==> src/rv_pkg.sv <==
package rv_pkg;

  // datapath widths
  localparam int xlen = 32;
  localparam int reg_addr_w = 5;
  localparam int num_regs = 32;
  localparam int pc_step = 4;

  typedef logic [xlen-1:0] word_t;
  typedef logic [reg_addr_w-1:0] reg_addr_t;

  // major opcodes handled by the core
  typedef enum logic [6:0] {
    op_lui     = 7'b0110111,
    op_jal     = 7'b1101111,
    op_jalr    = 7'b1100111,
    op_branch  = 7'b1100011,
    op_reg_imm = 7'b0010011,
    op_reg_reg = 7'b0110011
  } opcode_e;

  // one-hot classification of what sits in writeback each cycle
  typedef enum logic [31:0] {
    cycle_invalid      = 32'd0,
    cycle_reset        = 32'd1,
    cycle_no_stall     = 32'd2,
    cycle_taken_branch = 32'd4
  } cycle_status_e;

  typedef struct packed {
    word_t         pc;
    word_t         insn;
    cycle_status_e status;
  } decode_stage_t;

  typedef struct packed {
    word_t         pc;
    word_t         insn;
    word_t         a;
    word_t         b;
    logic          writes_rd;
    cycle_status_e status;
  } execute_stage_t;

  // shared by the memory and writeback registers
  typedef struct packed {
    word_t         pc;
    word_t         insn;
    word_t         o;
    logic          writes_rd;
    cycle_status_e status;
  } wb_stage_t;

  typedef struct packed {
    logic  taken;
    word_t target;
  } redirect_t;

  typedef struct packed {
    reg_addr_t rd;
    word_t     value;
    logic      valid;
  } bypass_t;

  // what leaves writeback every cycle
  typedef struct packed {
    word_t         pc;
    word_t         insn;
    cycle_status_e status;
    reg_addr_t     rd;
    word_t         data;
    logic          we;
  } trace_t;

endpackage

==> src/rv_writeback.sv <==
module rv_writeback (
  input  logic              clk,
  input  logic              rst,
  input  rv_pkg::wb_stage_t memory_state,
  output rv_pkg::reg_addr_t rd,
  output rv_pkg::word_t     rd_data,
  output logic              we,
  output rv_pkg::bypass_t   wb_bypass,
  output rv_pkg::trace_t    trace
);

  rv_pkg::wb_stage_t writeback_state;

  always_ff @(posedge clk) begin
    if (rst) begin
      writeback_state <= '{pc: '0, insn: '0, o: '0, writes_rd: 1'b0,
                           status: rv_pkg::cycle_reset};
    end else begin
      writeback_state <= memory_state;
    end
  end

  assign rd      = writeback_state.insn[11:7];
  assign rd_data = writeback_state.o;
  // x0 writes are dropped here so bypass and trace agree with the register file
  assign we      = writeback_state.writes_rd && rd != '0;

  assign wb_bypass = '{rd: rd, value: rd_data, valid: we};

  assign trace = '{pc: writeback_state.pc, insn: writeback_state.insn,
                   status: writeback_state.status, rd: rd, data: rd_data, we: we};

endmodule

==> config.mk <==
export PLATFORM = sky130hd
export DESIGN_NAME = rv_writeback
export DESIGN_NICKNAME = d
export VERILOG_FILES = /design/src/rv_pkg.sv /design/src/rv_writeback.sv
export SDC_FILE = /design/constraint.sdc
export NUM_CORES = 1
export LEC_CHECK = 0
export ABC_AREA = 1
export BUFFER_PORTS_ARGS = -buffer_cell sky130_fd_sc_hd__buf_2
export CAP_MARGIN = 20
export CORE_AREA = 2 2 133 135
export CTS_BUF_LIST = sky130_fd_sc_hd__clkbuf_8
export CTS_CLUSTER_SIZE = 20
export DETAILED_ROUTE_END_ITERATION = 16
export DIE_AREA = 0 0 135 137
export PLACE_DENSITY = 0.67
export SETUP_SLACK_MARGIN = 0.5
export SLEW_MARGIN = 20
export SYNTH_ARGS = -nofsm -noshare
export SYNTH_HDL_FRONTEND = slang
export SYNTH_SLANG_ARGS = --single-unit
==> constraint.sdc <==
create_clock -name clk -period 1.3 [get_ports clk]
set_input_delay 0.13 -clock clk [delete_from_list [all_inputs] [get_ports clk]]
set_output_delay 0.13 -clock clk [all_outputs]
set_load 0.03 [all_outputs]
Word level (Yosys, flattened, before mapping):

Cells that the tools add are included.

* reduce and logical (&&, ||, !) cells: 2

Operator list (count)
* nonzero test 5 bit: 1
* logical AND 1 bit: 1

* register bits after elaboration: 129
* bits of input ports: 131
* output and inout port bits: 210
* word-level logic and storage cells: 7

Logic depth before layout (Yosys ltp):

Gate-level depths: netlist of the first run.

* word-level depth: 2
* mapped depth: 5
* mapped depth without buffers: 4

Least setup slack after synthesis of the first run:

Ideal clock, no wire load.

* path type: register -> output
* start point: register writeback_state, in the netlist rd[4]
* end point: output port trace[0] in the netlist's numbering
* data arrival time: 0.968 ns
* data required time: 1.170 ns
* slack: 0.202 ns
* stages on the path, launching flop included: 6
* path buffers: 1
* cell sequence: dfxtp_1 > nor2_1 > nand3_1 > nand2_1 > inv_1 > buf_4

* cells in the longest elaborated chain, start to end: 2

RTL lines
* from (decl): RTL line rv_writeback.sv:12 `rv_pkg::wb_stage_t writeback_state;`
* from (signal assigned): RTL line rv_writeback.sv:16 `writeback_state <= '{pc: '0, insn: '0, o: '0, writes_rd: 1'b0,`
* from (signal assigned): RTL line rv_writeback.sv:19 `writeback_state <= memory_state;`
* nonzero test 5 bit: RTL line rv_writeback.sv:26 `assign we = writeback_state.writes_rd && rd != '0;`
* logical AND 1 bit: RTL line rv_writeback.sv:26
* to (decl): RTL line rv_writeback.sv:9 `output rv_pkg::trace_t trace`

No other way between the ends.

Final worst setup path of the first run:

* start point: register writeback_state, in the netlist rd[4]
* end point: output port we

* cells in the longest elaborated chain, start to end: 2

RTL lines
* nonzero test 5 bit: RTL line rv_writeback.sv:26
* logical AND 1 bit: RTL line rv_writeback.sv:26
* to (decl): RTL line rv_writeback.sv:7 `output logic we,`

No other way between the ends.

==> results of run 1 <==
power groups by stage:
stage               clock network [mW]  registers [mW]  logic, mW
floorplan                            0            4.32       1.44
global placement                     0            4.34       1.53
detailed placement                   0            4.35       1.53
CTS                               3.44            4.34       2.25
global route                      3.63            4.36       2.44
finish                            3.31            4.34       2.32
worst max-delay path, stage by stage, from the launching register on:
cell	delay (ns)
sky130_fd_sc_hd__dfxtp_4	0.36
sky130_fd_sc_hd__nor2_4	0.10
sky130_fd_sc_hd__nand3_2	0.10
sky130_fd_sc_hd__nand2_2	0.09
sky130_fd_sc_hd__inv_4	0.06
sky130_fd_sc_hd__buf_6	0.13
flip-flops by register name, summed over array words and instances, names as in the netlist:
| register | cells |
|---|---|
| rd | 5 |
| rd_data | 32 |
| trace | 91 |
| writeback_state | 1 |
area by class of cell:
type / instances / area (um2) / share of cell area, %
Timing Repair Buffer: 479 / 4440 / 49.6
Sequential cell: 129 / 2830 / 31.6
Multi-Input combinational cell: 133 / 526 / 5.87
Inverter: 130 / 490 / 5.48
Tap cell: 225 / 282 / 3.14
Clock buffer: 19 / 262 / 2.92
Clock inverter: 13 / 123 / 1.37
per-layer routing:
metal	track usage, %	up-vias	routed length [um]
li1	-	2062	-
met1	16.3	1931	5700
met2	30.2	221	8510
met3	7.33	25	1580
met4	7.06	2	454
met5	0	-	13
cell families (layout without fill, tap and decap cells):
logic type,count (synthesis),count (layout),share of synthesized area (%)
flops,129,129,48.8
simple gates,133,133,9.51
buf+inv,353,641,41.7
worst paths after layout:
| kind | slack, ns | cells after the start | from | to |
|---|---|---|---|---|
| setup / recovery | -0.09 | 5 | rd[4] | we |
| hold / removal | 0.08 | 2 | rst | trace[103] |
cell usage in the layout, fill, tap and decap left out, drive strengths merged:
| cell type | synthesis | routed |
|---|---|---|
| clkbuf | 0 | 19 |
| nor2 | 130 | 130 |
| clkinvlp | 0 | 2 |
| buf | 223 | 350 |
| nand3 | 1 | 1 |
| dlygate4sd3 | 0 | 129 |
| nand2 | 1 | 1 |
| inv | 130 | 134 |
| clkinv | 0 | 5 |
| dfxtp | 129 | 129 |
| or2 | 1 | 1 |
| bufinv | 0 | 2 |
stage by stage:
stage	utilization, %	power [mW]	hold WS [ns]	std cells
global placement	33.0	5.86	0.315	962
finish	52.5	9.97	0.0831	1128
global route	52.5	10.4	0.0655	1128
floorplan	-	5.77	0.227	615
CTS	51.9	10.0	0.0499	1125
detailed placement	33.0	5.88	0.315	962
repair_timing:
item,CTS,global route
setup buffers,2,3
pin swaps,3,3
setup endpoints to repair,210,210
endpoints found under the hold margin,129,0
gates resized for setup,566,33
hold buffers,129,0
cloned,0,0
==> reports/metrics.csv, run 1 <==
stage,metric,value,unit
synth,syn-cell-area,0.00529,mm2
global_route,grt_start_max_net_pins,52,
synth,netlist_instances,615,
critical_path,cp_max_fo,3,
sta,layout_min_cycle_time,1.39,ns
clocking,ctsHtreeMaxLevel,4,
sta,timing.final.crit_share,107,%
final_layout,drive_gt1_share,56.6,%
pwr,p_leak,4.69,nW
place,place_congestion,0.738,
min_path,worstHoldPathType,primary input to flip-flop,
die,start_util,31.0,%
sta,slew_violations,0,
critical_path,timing.critical_path.from_type,flip-flop,
sta,timing.final.hold_violations,0,
synth,seq_area_frac_synth,48.8,%
clocking,tritoncts,built,
drt,vias,4241,
sta,grt_setup_unrepaired,yes,
critical_path,end_kind,output port,
drt,remaining_drc_errors,0,
sta,worst-slew-pin-transition,0.322,ns
synth,synth-warning-count,0,
final_layout,design.final.nets,1021,
clocking,register_clock_pin_slew_on_the_reported_worst_setup_and_hold_paths,0.07,ns
sta,setup_tns,-0.270,ns
synth,synthMostInstantiatedCell,sky130_fd_sc_hd__buf_4,
global_route,grt_antenna_before_repair,1,
run_status,violations,negative setup slack,
global_route,global_route.overflow_total,0,
drt,drtPass1Iterations,4,
global_route,vias_in_the_first_global_route,4404,
pwr,power.share.switching,29.1,%
global_route,first_pass_grt_wire_length,22900,um
synth,synth_edf_count,0,
die,num_ports,341,
drt,wl_per_cell,14.4,um
final_layout,nFillCells,1379,
drt,drt_first_iter_violations,106,
global_route,grt_util_all_layers,16.5,%
synth,yosys-top-cells-count,"210 x sky130_fd_sc_hd__buf_4, 130 x sky130_fd_sc_hd__inv_1, 130 x sky130_fd_sc_hd__nor2_1, 129 x sky130_fd_sc_hd__dfxtp_1, 12 x sky130_fd_sc_hd__buf_6",
critical_path,signal_arrival_time_at_the_worst_endpoint,1.26,ns
synth,top_cell_type_by_total_area_after_synthesis,sky130_fd_sc_hd__dfxtp_1,
synth,synth-seq-cells,129,
die,core_area,0.0171,mm2
die,die-width,135,um
job,max_cap_violations,0,
clocking,cts.sink_count,129,
run_status,outcome,finished with violations,
critical_path,worstSetupPathType,flip-flop to output port,
drt,routed_wl,16300,um
place,dp_hpwl,9290,um
synth,post_synth_top_flop,sky130_fd_sc_hd__dfxtp_1,
pwr,power_per_cell_area,1110,mW/mm2
synth,synthTopCellsByArea,"sky130_fd_sc_hd__dfxtp_1 49%, sky130_fd_sc_hd__buf_4 30%, sky130_fd_sc_hd__inv_1 9.2%, sky130_fd_sc_hd__nor2_1 9.2%, sky130_fd_sc_hd__buf_6 2.6%",
drt,post_drt_via_cell_ratio,3.76,
critical_path,timing.critical_path.required,1.17,ns
final_layout,syn_to_final_growth,69.3,%
sta,timing.max_slew.rel_slack,78.5,%
place,place.port_buffers,340,
pwr,power.combinational.fraction,23.3,%
clocking,cts-root-to-sink-buffers,2,
die,die_h,137,um
pwr,power_switching,2.90,mW
drt,count_of_antenna_violating_nets_left_after_detailed_routing,0,
synth,synth_area_per_cell,8.60,um2
place,placement.cell_area,0.00563,mm2
synth,synthDominantCellAreaShare,48.8,%
sta,maxClockFrequency,719,MHz
sta,finalWorstSetupSlack,-0.0905,ns
pwr,peakVddDrop,768,uV
sta,setup-violations-final,3,
final_layout,layout.cell_area.non_filler,0.00896,mm2
final_layout,antenna_cells,0,
clocking,numCtsBuffers,17,
pwr,power.share.sequential,43.5,%
synth,synthArstFlopShare,0,%
place,placement.setup.worst_slack,0.219,ns
pwr,internal_power,7.08,mW
die,fp.dieArea,0.0185,mm2
die,row_count,48,
synth,synth.distinct_cells,9,
synth,syn-num-nets,746,
pwr,pwr-share-clk,33.2,%
clocking,clockRootBuffer,sky130_fd_sc_hd__clkbuf_8,
No activity file was read; power rests on OpenSTA's default activity.
==> run 2, diff against run 1 <==
Settings changed: PLACE_DENSITY 0.67 to 0.69.
Clock period 1.3 ns to 1.2 ns, I/O delays scaled along.
==> run 2 against run 1 <==
Effect of this change:
- the flow still finishes with violations (negative setup slack)
- first-iteration DRC count rose by 1.9%
- non-clock buffer count rose by 2
- sequential cell count did not move
- sequential share of layout area fell by 0.41 points
- final cell count rose by 0.18%
- critical path depth did not move
- core utilization rose by 0.45 points
- die area did not move
- clock power rose by 27%
- routed wire length rose by 2.1%
==> reports/metrics.csv, run 2 (synthesis gave the netlist of run 1 again) <==
stage,metric,value,unit,change
run_status,outcome,finished with violations,,
run_status,violations,negative setup slack,,
critical_path,end_kind,output port,,
drt,vias,4287,,+1.1%
final_layout,drive_gt1_share,56.9,%,+0.32 points
clocking,tritoncts,built,,
sta,worst_hold_slack,0.0615,ns,-0.0216 ns
drt,post_drt_via_cell_ratio,3.79,,+0.91%
sta,grt_setup_unrepaired,yes,,
die,num_ports,341,,unchanged
place,place_congestion,0.724,,-1.9%
final_layout,design.final.nets,1023,,+0.20%
place,place.port_buffers,340,,unchanged
die,fp.dieArea,0.0185,mm2,unchanged
drt,wl_per_cell,14.7,um,+1.9%
sta,maxClockFrequency,748,MHz,
sta,setup_tns,-0.641,ns,-0.370 ns
final_layout,number_of_flip_flops_in_the_largest_register,91,,unchanged
sta,timing.max_slew.rel_slack,79.3,%,+0.77 points
global_route,grt_util_all_layers,17.1,%,+0.55 points
critical_path,crit_start,rd[1],,
drt,routed_wl,16600,um,+2.1%
drt,remaining_drc_errors,0,,unchanged
place,placement.setup.worst_slack,0.159,ns,-0.0602 ns
final_layout,antenna_cells,0,,unchanged
final_layout,syn_to_final_growth,70.8,%,
sta,worst-slew-pin-transition,0.311,ns,-0.0116 ns
clocking,cts-root-to-sink-buffers,2,,unchanged
clocking,register_clock_pin_slew_on_the_reported_worst_setup_and_hold_paths,0.08,ns,about the same
sta,timing.final.hold_violations,0,,unchanged
pwr,power.combinational.fraction,22.1,%,-1.2 points
global_route,first_pass_grt_wire_length,23700,um,+3.3%
global_route,grt_antenna_before_repair,0,,-1
global_route,grt_start_max_net_pins,46,,-12%
die,start_util,31.0,%,unchanged
drt,drtPass1Iterations,4,,unchanged
min_path,worstHoldPathType,primary input to flip-flop,,
critical_path,timing.critical_path.from_type,flip-flop,,
critical_path,signal_arrival_time_at_the_worst_endpoint,1.22,ns,-0.04 ns
final_layout,nFillCells,1347,,-2.3%
die,die-width,135,um,unchanged
critical_path,cp_max_fo,3,,unchanged
job,max_cap_violations,0,,unchanged
die,row_count,48,,unchanged
pwr,power_per_cell_area,1270,mW/mm2,+14%
sta,timing.final.crit_share,111,%,
sta,setup-violations-final,7,,+4
die,core_area,0.0171,mm2,unchanged
critical_path,worstSetupPathType,flip-flop to output port,,
drt,drt_first_iter_violations,108,,+1.9%
final_layout,commonest_cells_after_routing_fill_and_taps_aside,"208 x sky130_fd_sc_hd__buf_6, 131 x sky130_fd_sc_hd__inv_1, 129 x sky130_fd_sc_hd__dlygate4sd3_1, 129 x sky130_fd_sc_hd__buf_2, 128 x sky130_fd_sc_hd__nor2_1",,
global_route,global_route.overflow_total,0,,unchanged
pwr,power_switching,3.16,mW,+9.0%
pwr,power.share.switching,27.6,%,-1.5 points
pwr,internal_power,8.29,mW,+17%
clocking,numCtsBuffers,17,,unchanged
clocking,cts.sink_count,129,,unchanged
die,die_h,137,um,unchanged
clocking,ctsHtreeMaxLevel,4,,unchanged
critical_path,timing.critical_path.required,1.08,ns,-0.09 ns
sta,finalWorstSetupSlack,-0.137,ns,-0.0464 ns
final_layout,final_common_cell,sky130_fd_sc_hd__buf_6,,
pwr,power.share.sequential,41.0,%,-2.5 points
min_path,hp-start,rst,,
global_route,vias_in_the_first_global_route,4571,,+3.8%
sta,slew_violations,0,,unchanged
clocking,clockRootBuffer,sky130_fd_sc_hd__clkbuf_8,,
pwr,pwr-share-clk,36.8,%,+3.6 points
pwr,peakVddDrop,749,uV,-2.4%
sta,layout_min_cycle_time,1.34,ns,
pwr,p_leak,4.72,nW,+0.74%
drt,count_of_antenna_violating_nets_left_after_detailed_routing,0,,unchanged
place,dp_hpwl,9340,um,+0.59%
[run 2: cell count changes in the layout (fill, tap and decap cells not counted)]
cell | previous run | this run
sky130_fd_sc_hd__dfxtp_4 | 36 | 31
sky130_fd_sc_hd__nor2_4 | 2 | 1
sky130_fd_sc_hd__clkinv_4 | 2 | 1
sky130_fd_sc_hd__clkinv_2 | 3 | 1
sky130_fd_sc_hd__buf_6 | 205 | 208
sky130_fd_sc_hd__buf_8 | 7 | 6
sky130_fd_sc_hd__inv_1 | 133 | 131
sky130_fd_sc_hd__nor2_2 | 0 | 1
sky130_fd_sc_hd__bufinv_16 | 2 | 4
sky130_fd_sc_hd__clkbuf_8 | 19 | 22
sky130_fd_sc_hd__dfxtp_2 | 92 | 97
[run 2: worst paths after layout]
check / to / cells after the start
max: we / 5
min: trace[108] / 2
[run 2: worst max-delay path: stages, from the launching register on]
cell and delay (ns):
sky130_fd_sc_hd__dfxtp_2 0.32, sky130_fd_sc_hd__nor2_2 0.11, sky130_fd_sc_hd__nand3_2 0.10, sky130_fd_sc_hd__nand2_2 0.08
sky130_fd_sc_hd__inv_4 0.05, sky130_fd_sc_hd__buf_6 0.13
[run 2: metrics by stage]
| stage | instance area [um2] | util (%) | total power, mW | std cells |
|---|---|---|---|---|
| global placement | 5660 | 33.2 | 6.36 | 966 |
| CTS | 8960 | 52.6 | 11.6 | 1130 |
| global route | 9030 | 53.0 | 11.9 | 1130 |
| finish | 9030 | 53.0 | 11.4 | 1130 |
| detailed placement | 5660 | 33.2 | 6.38 | 966 |
| floorplan | 5310 | - | 6.25 | 615 |
[run 2: repair_timing]
action	4_1_cts	5_1_grt
hold buffers	129	0
endpoints found under the setup margin	210	210
pin swaps	2	2
setup buffers	3	0
hold endpoints to repair	129	0
gates resized for setup	566	23
[run 2: area by class of cell]
class,count,area (um2),share of cell area (%)
clock buffer,22,303,3.35
clock inverter,10,156,1.73
inverter,130,490,5.43
multi-input combinational,133,520,5.76
sequential,129,2820,31.2
tap,225,282,3.12
timing repair buffer,481,4460,49.4
[run 2: layer usage]
layer | part of all wire [%] | track usage (%) | up-vias
met5 | 0 | 0 | -
met4 | 2.9 | 7.41 | 0
met3 | 10 | 7.41 | 32
met2 | 54 | 32.8 | 242
met1 | 33 | 15.5 | 1947
li1 | - | - | 2066
[run 2: power groups by stage]
| stage | registers, mW | logic (mW) | clock network, mW |
|---|---|---|---|
| after floorplan | 4.68 | 1.56 | 0 |
| after global placement | 4.69 | 1.67 | 0 |
| after detailed placement | 4.70 | 1.68 | 0 |
| after CTS | 4.70 | 2.47 | 4.39 |
| after global routing | 4.72 | 2.66 | 4.54 |
| final | 4.70 | 2.53 | 4.22 |
==> run 3, diff against run 2 <==
Settings changed: ABC_CLOCK_PERIOD_IN_PS from default to 1200, CELL_PAD_IN_SITES_DETAIL_PLACEMENT from default to 1, CELL_PAD_IN_SITES_GLOBAL_PLACEMENT from default to 1, CORE_AREA 2 2 133 135 to default, CORE_MARGIN from default to 2, CORE_UTILIZATION from default to 27, DIE_AREA 0 0 135 137 to default, PLACE_DENSITY 0.69 to 0.83.
==> run 3 against run 2 <==
Effect of this change:
- the flow still finishes with violations (negative setup slack)
- hold slack worse by 0.0051 ns
- power is 2.7% lower
- largest power group unchanged
- critical endpoint is now trace[0]
- combinational power is 2% higher
- largest cell class unchanged
==> reports/metrics.csv, run 3 (synthesis gave the netlist of run 1 again) <==
stage,metric,value,unit,change
sta,worst_hold_slack,0.0564,ns,-0.00513 ns
pwr,internal_power,7.88,mW,-4.9%
global_route,grt_antenna_before_repair,3,,+3
global_route,grt_util_all_layers,18.7,%,+1.6 points
drt,drtPass1Iterations,4,,unchanged
sta,worst-slew-pin-transition,0.307,ns,-0.00380 ns
pwr,pwr-share-clk,34.6,%,-2.2 points
pwr,power.combinational.fraction,23.2,%,+1.1 points
sta,slew_violations,0,,unchanged
final_layout,layout.core_utilization,46.8,%,-6.2 points
global_route,vias_in_the_first_global_route,5143,,+13%
drt,routed_wl,20000,um,+20%
place,place.port_buffers,340,,unchanged
die,num_ports,341,,unchanged
drt,drt_first_iter_violations,70,,-35%
pwr,power.share.sequential,42.2,%,+1.2 points
job,max_cap_violations,0,,unchanged
place,place_congestion,0.709,,-2.1%
sta,finalWorstSetupSlack,-0.166,ns,-0.0289 ns
critical_path,end_kind,output port,,
sta,setup-violations-final,7,,unchanged
min_path,worstHoldPathType,primary input to flip-flop,,
die,fp.dieArea,0.0207,mm2,+12%
sta,timing.final.crit_share,114,%,+2.4 points
sta,timing.final.hold_violations,0,,unchanged
final_layout,commonest_cells_after_routing_fill_and_taps_aside,"203 x sky130_fd_sc_hd__buf_6, 130 x sky130_fd_sc_hd__inv_1, 129 x sky130_fd_sc_hd__dlygate4sd3_1, 129 x sky130_fd_sc_hd__buf_2, 128 x sky130_fd_sc_hd__nor2_1",,
pwr,peakVddDrop,569,uV,-24%
run_status,violations,negative setup slack,,
critical_path,crit_path_end,trace[0],,
pwr,p_leak,4.68,nW,-0.82%
drt,post_drt_via_cell_ratio,3.81,,+0.52%
drt,count_of_antenna_violating_nets_left_after_detailed_routing,0,,unchanged
final_layout,syn_to_final_growth,71.1,%,
critical_path,timing.critical_path.required,1.08,ns,about the same
sta,maxClockFrequency,732,MHz,-2.1%
critical_path,worstSetupPathType,flip-flop to output port,,
die,die_h,144,um,+5.1%
pwr,power.share.switching,29.3,%,+1.7 points
sta,layout_min_cycle_time,1.37,ns,+0.0289 ns
clocking,ctsHtreeMaxLevel,4,,unchanged
critical_path,signal_arrival_time_at_the_worst_endpoint,1.25,ns,+0.03 ns
clocking,tritoncts,built,,
sta,grt_setup_unrepaired,yes,,
clocking,register_clock_pin_slew_on_the_reported_worst_setup_and_hold_paths,0.08,ns,about the same
clocking,cts-root-to-sink-buffers,2,,unchanged
place,dp_hpwl,10400,um,+12%
critical_path,cp_max_fo,3,,unchanged
sta,timing.max_slew.rel_slack,79.5,%,+0.25 points
drt,remaining_drc_errors,0,,unchanged
final_layout,nFillCells,2182,,+62%
final_layout,final_common_cell,sky130_fd_sc_hd__buf_6,,
final_layout,design.final.nets,1020,,-0.29%
final_layout,sequential_cell_area,0.00283,mm2,+0.44%
final_layout,multiInputGateArea,526,um2,+0.96%
final_layout,drive_gt1_share,56.8,%,-0.13 points
critical_path,timing.critical_path.from_type,flip-flop,,
global_route,global_route.overflow_total,0,,unchanged
drt,vias,4458,,+4.0%
clocking,numCtsBuffers,17,,unchanged
critical_path,crit_start,rd[3],,
clocking,cts.sink_count,129,,unchanged
drt,wl_per_cell,17.1,um,+16%
clocking,clockRootBuffer,sky130_fd_sc_hd__clkbuf_8,,
die,row_count,51,,+6.3%
pwr,power_per_cell_area,1230,mW/mm2,-2.9%
run_status,outcome,finished with violations,,
global_route,grt_start_max_net_pins,45,,-2.2%
die,die-width,144,um,+6.6%
pwr,power_switching,3.26,mW,+3.2%
global_route,first_pass_grt_wire_length,28200,um,+19%
die,start_util,27.4,%,-3.7 points
die,core_area,0.0193,mm2,+13%
final_layout,number_of_flip_flops_in_the_largest_register,91,,unchanged
-- run 3: changes by cell type in the layout (fill, tap and decap cells not counted), sizes merged --
cell      delta
diode        +4
bufinv       -1
inv          -1
clkbuf       -3
clkinvlp     +1
clkinv       +2
buf          -3
-- run 3: worst min path at each step --
stage / start / slack (ns) / cells after the start / end
3_3_place_gp: memory_state[0] / 0.32 / 2 / trace[38]
2_1_floorplan: memory_state[0] / 0.22 / 1 / trace[38]
3_5_place_dp: memory_state[0] / 0.31 / 2 / trace[38]
5_1_grt: rst / 0.05 / 2 / trace[120]
6_report: rst / 0.06 / 2 / trace[72]
4_1_cts: rst / 0.03 / 2 / trace[115]
-- run 3: power by group through the flow --
stage	sequential, mW	combinational, mW	clock, mW
floorplan	4.68	1.56	0
global placement	4.69	1.65	0
detailed placement	4.71	1.68	0
CTS	4.70	2.49	4.03
global route	4.73	2.71	4.21
finish	4.70	2.58	3.86
-- run 3: final cells by class --
| class | count | share of cell area, % |
|---|---|---|
| sequential | 129 | 31.3 |
| clock buffer | 19 | 2.89 |
| tap | 265 | 3.66 |
| clock inverter | 11 | 1.55 |
| antenna | 4 | 0.111 |
| timing repair buffer | 478 | 49.3 |
| inverter | 130 | 5.42 |
| multi-input combinational | 133 | 5.81 |
-- run 3: repair_timing --
action / in CTS / in global routing
hold endpoints to repair: 129 / 0
hold buffers: 129 / 0
cloned: 0 / 0
pin swaps: 3 / 1
resized for setup: 583 / 17
setup buffers: 4 / 1
setup endpoints to repair: 210 / 210
-- run 3: stage by stage --
stage / worst slack [ns] / cell area [um2] / total power, mW / std cells / setup TNS, ns
after floorplan: 0.296 / 5310 / 6.25 / 615 / 0
after global placement: 0.135 / 5670 / 6.34 / 1001 / 0
after detailed placement: 0.154 / 5670 / 6.39 / 1001 / 0
after CTS: -0.202 / 8980 / 11.2 / 1164 / -0.852
after global routing: -0.260 / 9050 / 11.6 / 1168 / -1.90
final: -0.166 / 9050 / 11.1 / 1169 / -0.863
-- run 3: routing by layer --
metal  vias to the layer above  wire (um)  track usage, %
li1                       2064          -               -
met1                      2069       5860            15.2
met2                       266      11200            37.1
met3                        59       1960            7.91
met4                         0        936            10.1
met5                         -          0               0
-- run 3: critical path, stage by stage, from the launching register on --
cell                      delay [ns]
sky130_fd_sc_hd__dfxtp_4        0.36
sky130_fd_sc_hd__nor2_4         0.12
sky130_fd_sc_hd__nand3_2        0.08
sky130_fd_sc_hd__nand2_2        0.08
sky130_fd_sc_hd__inv_4          0.05
sky130_fd_sc_hd__buf_6          0.13
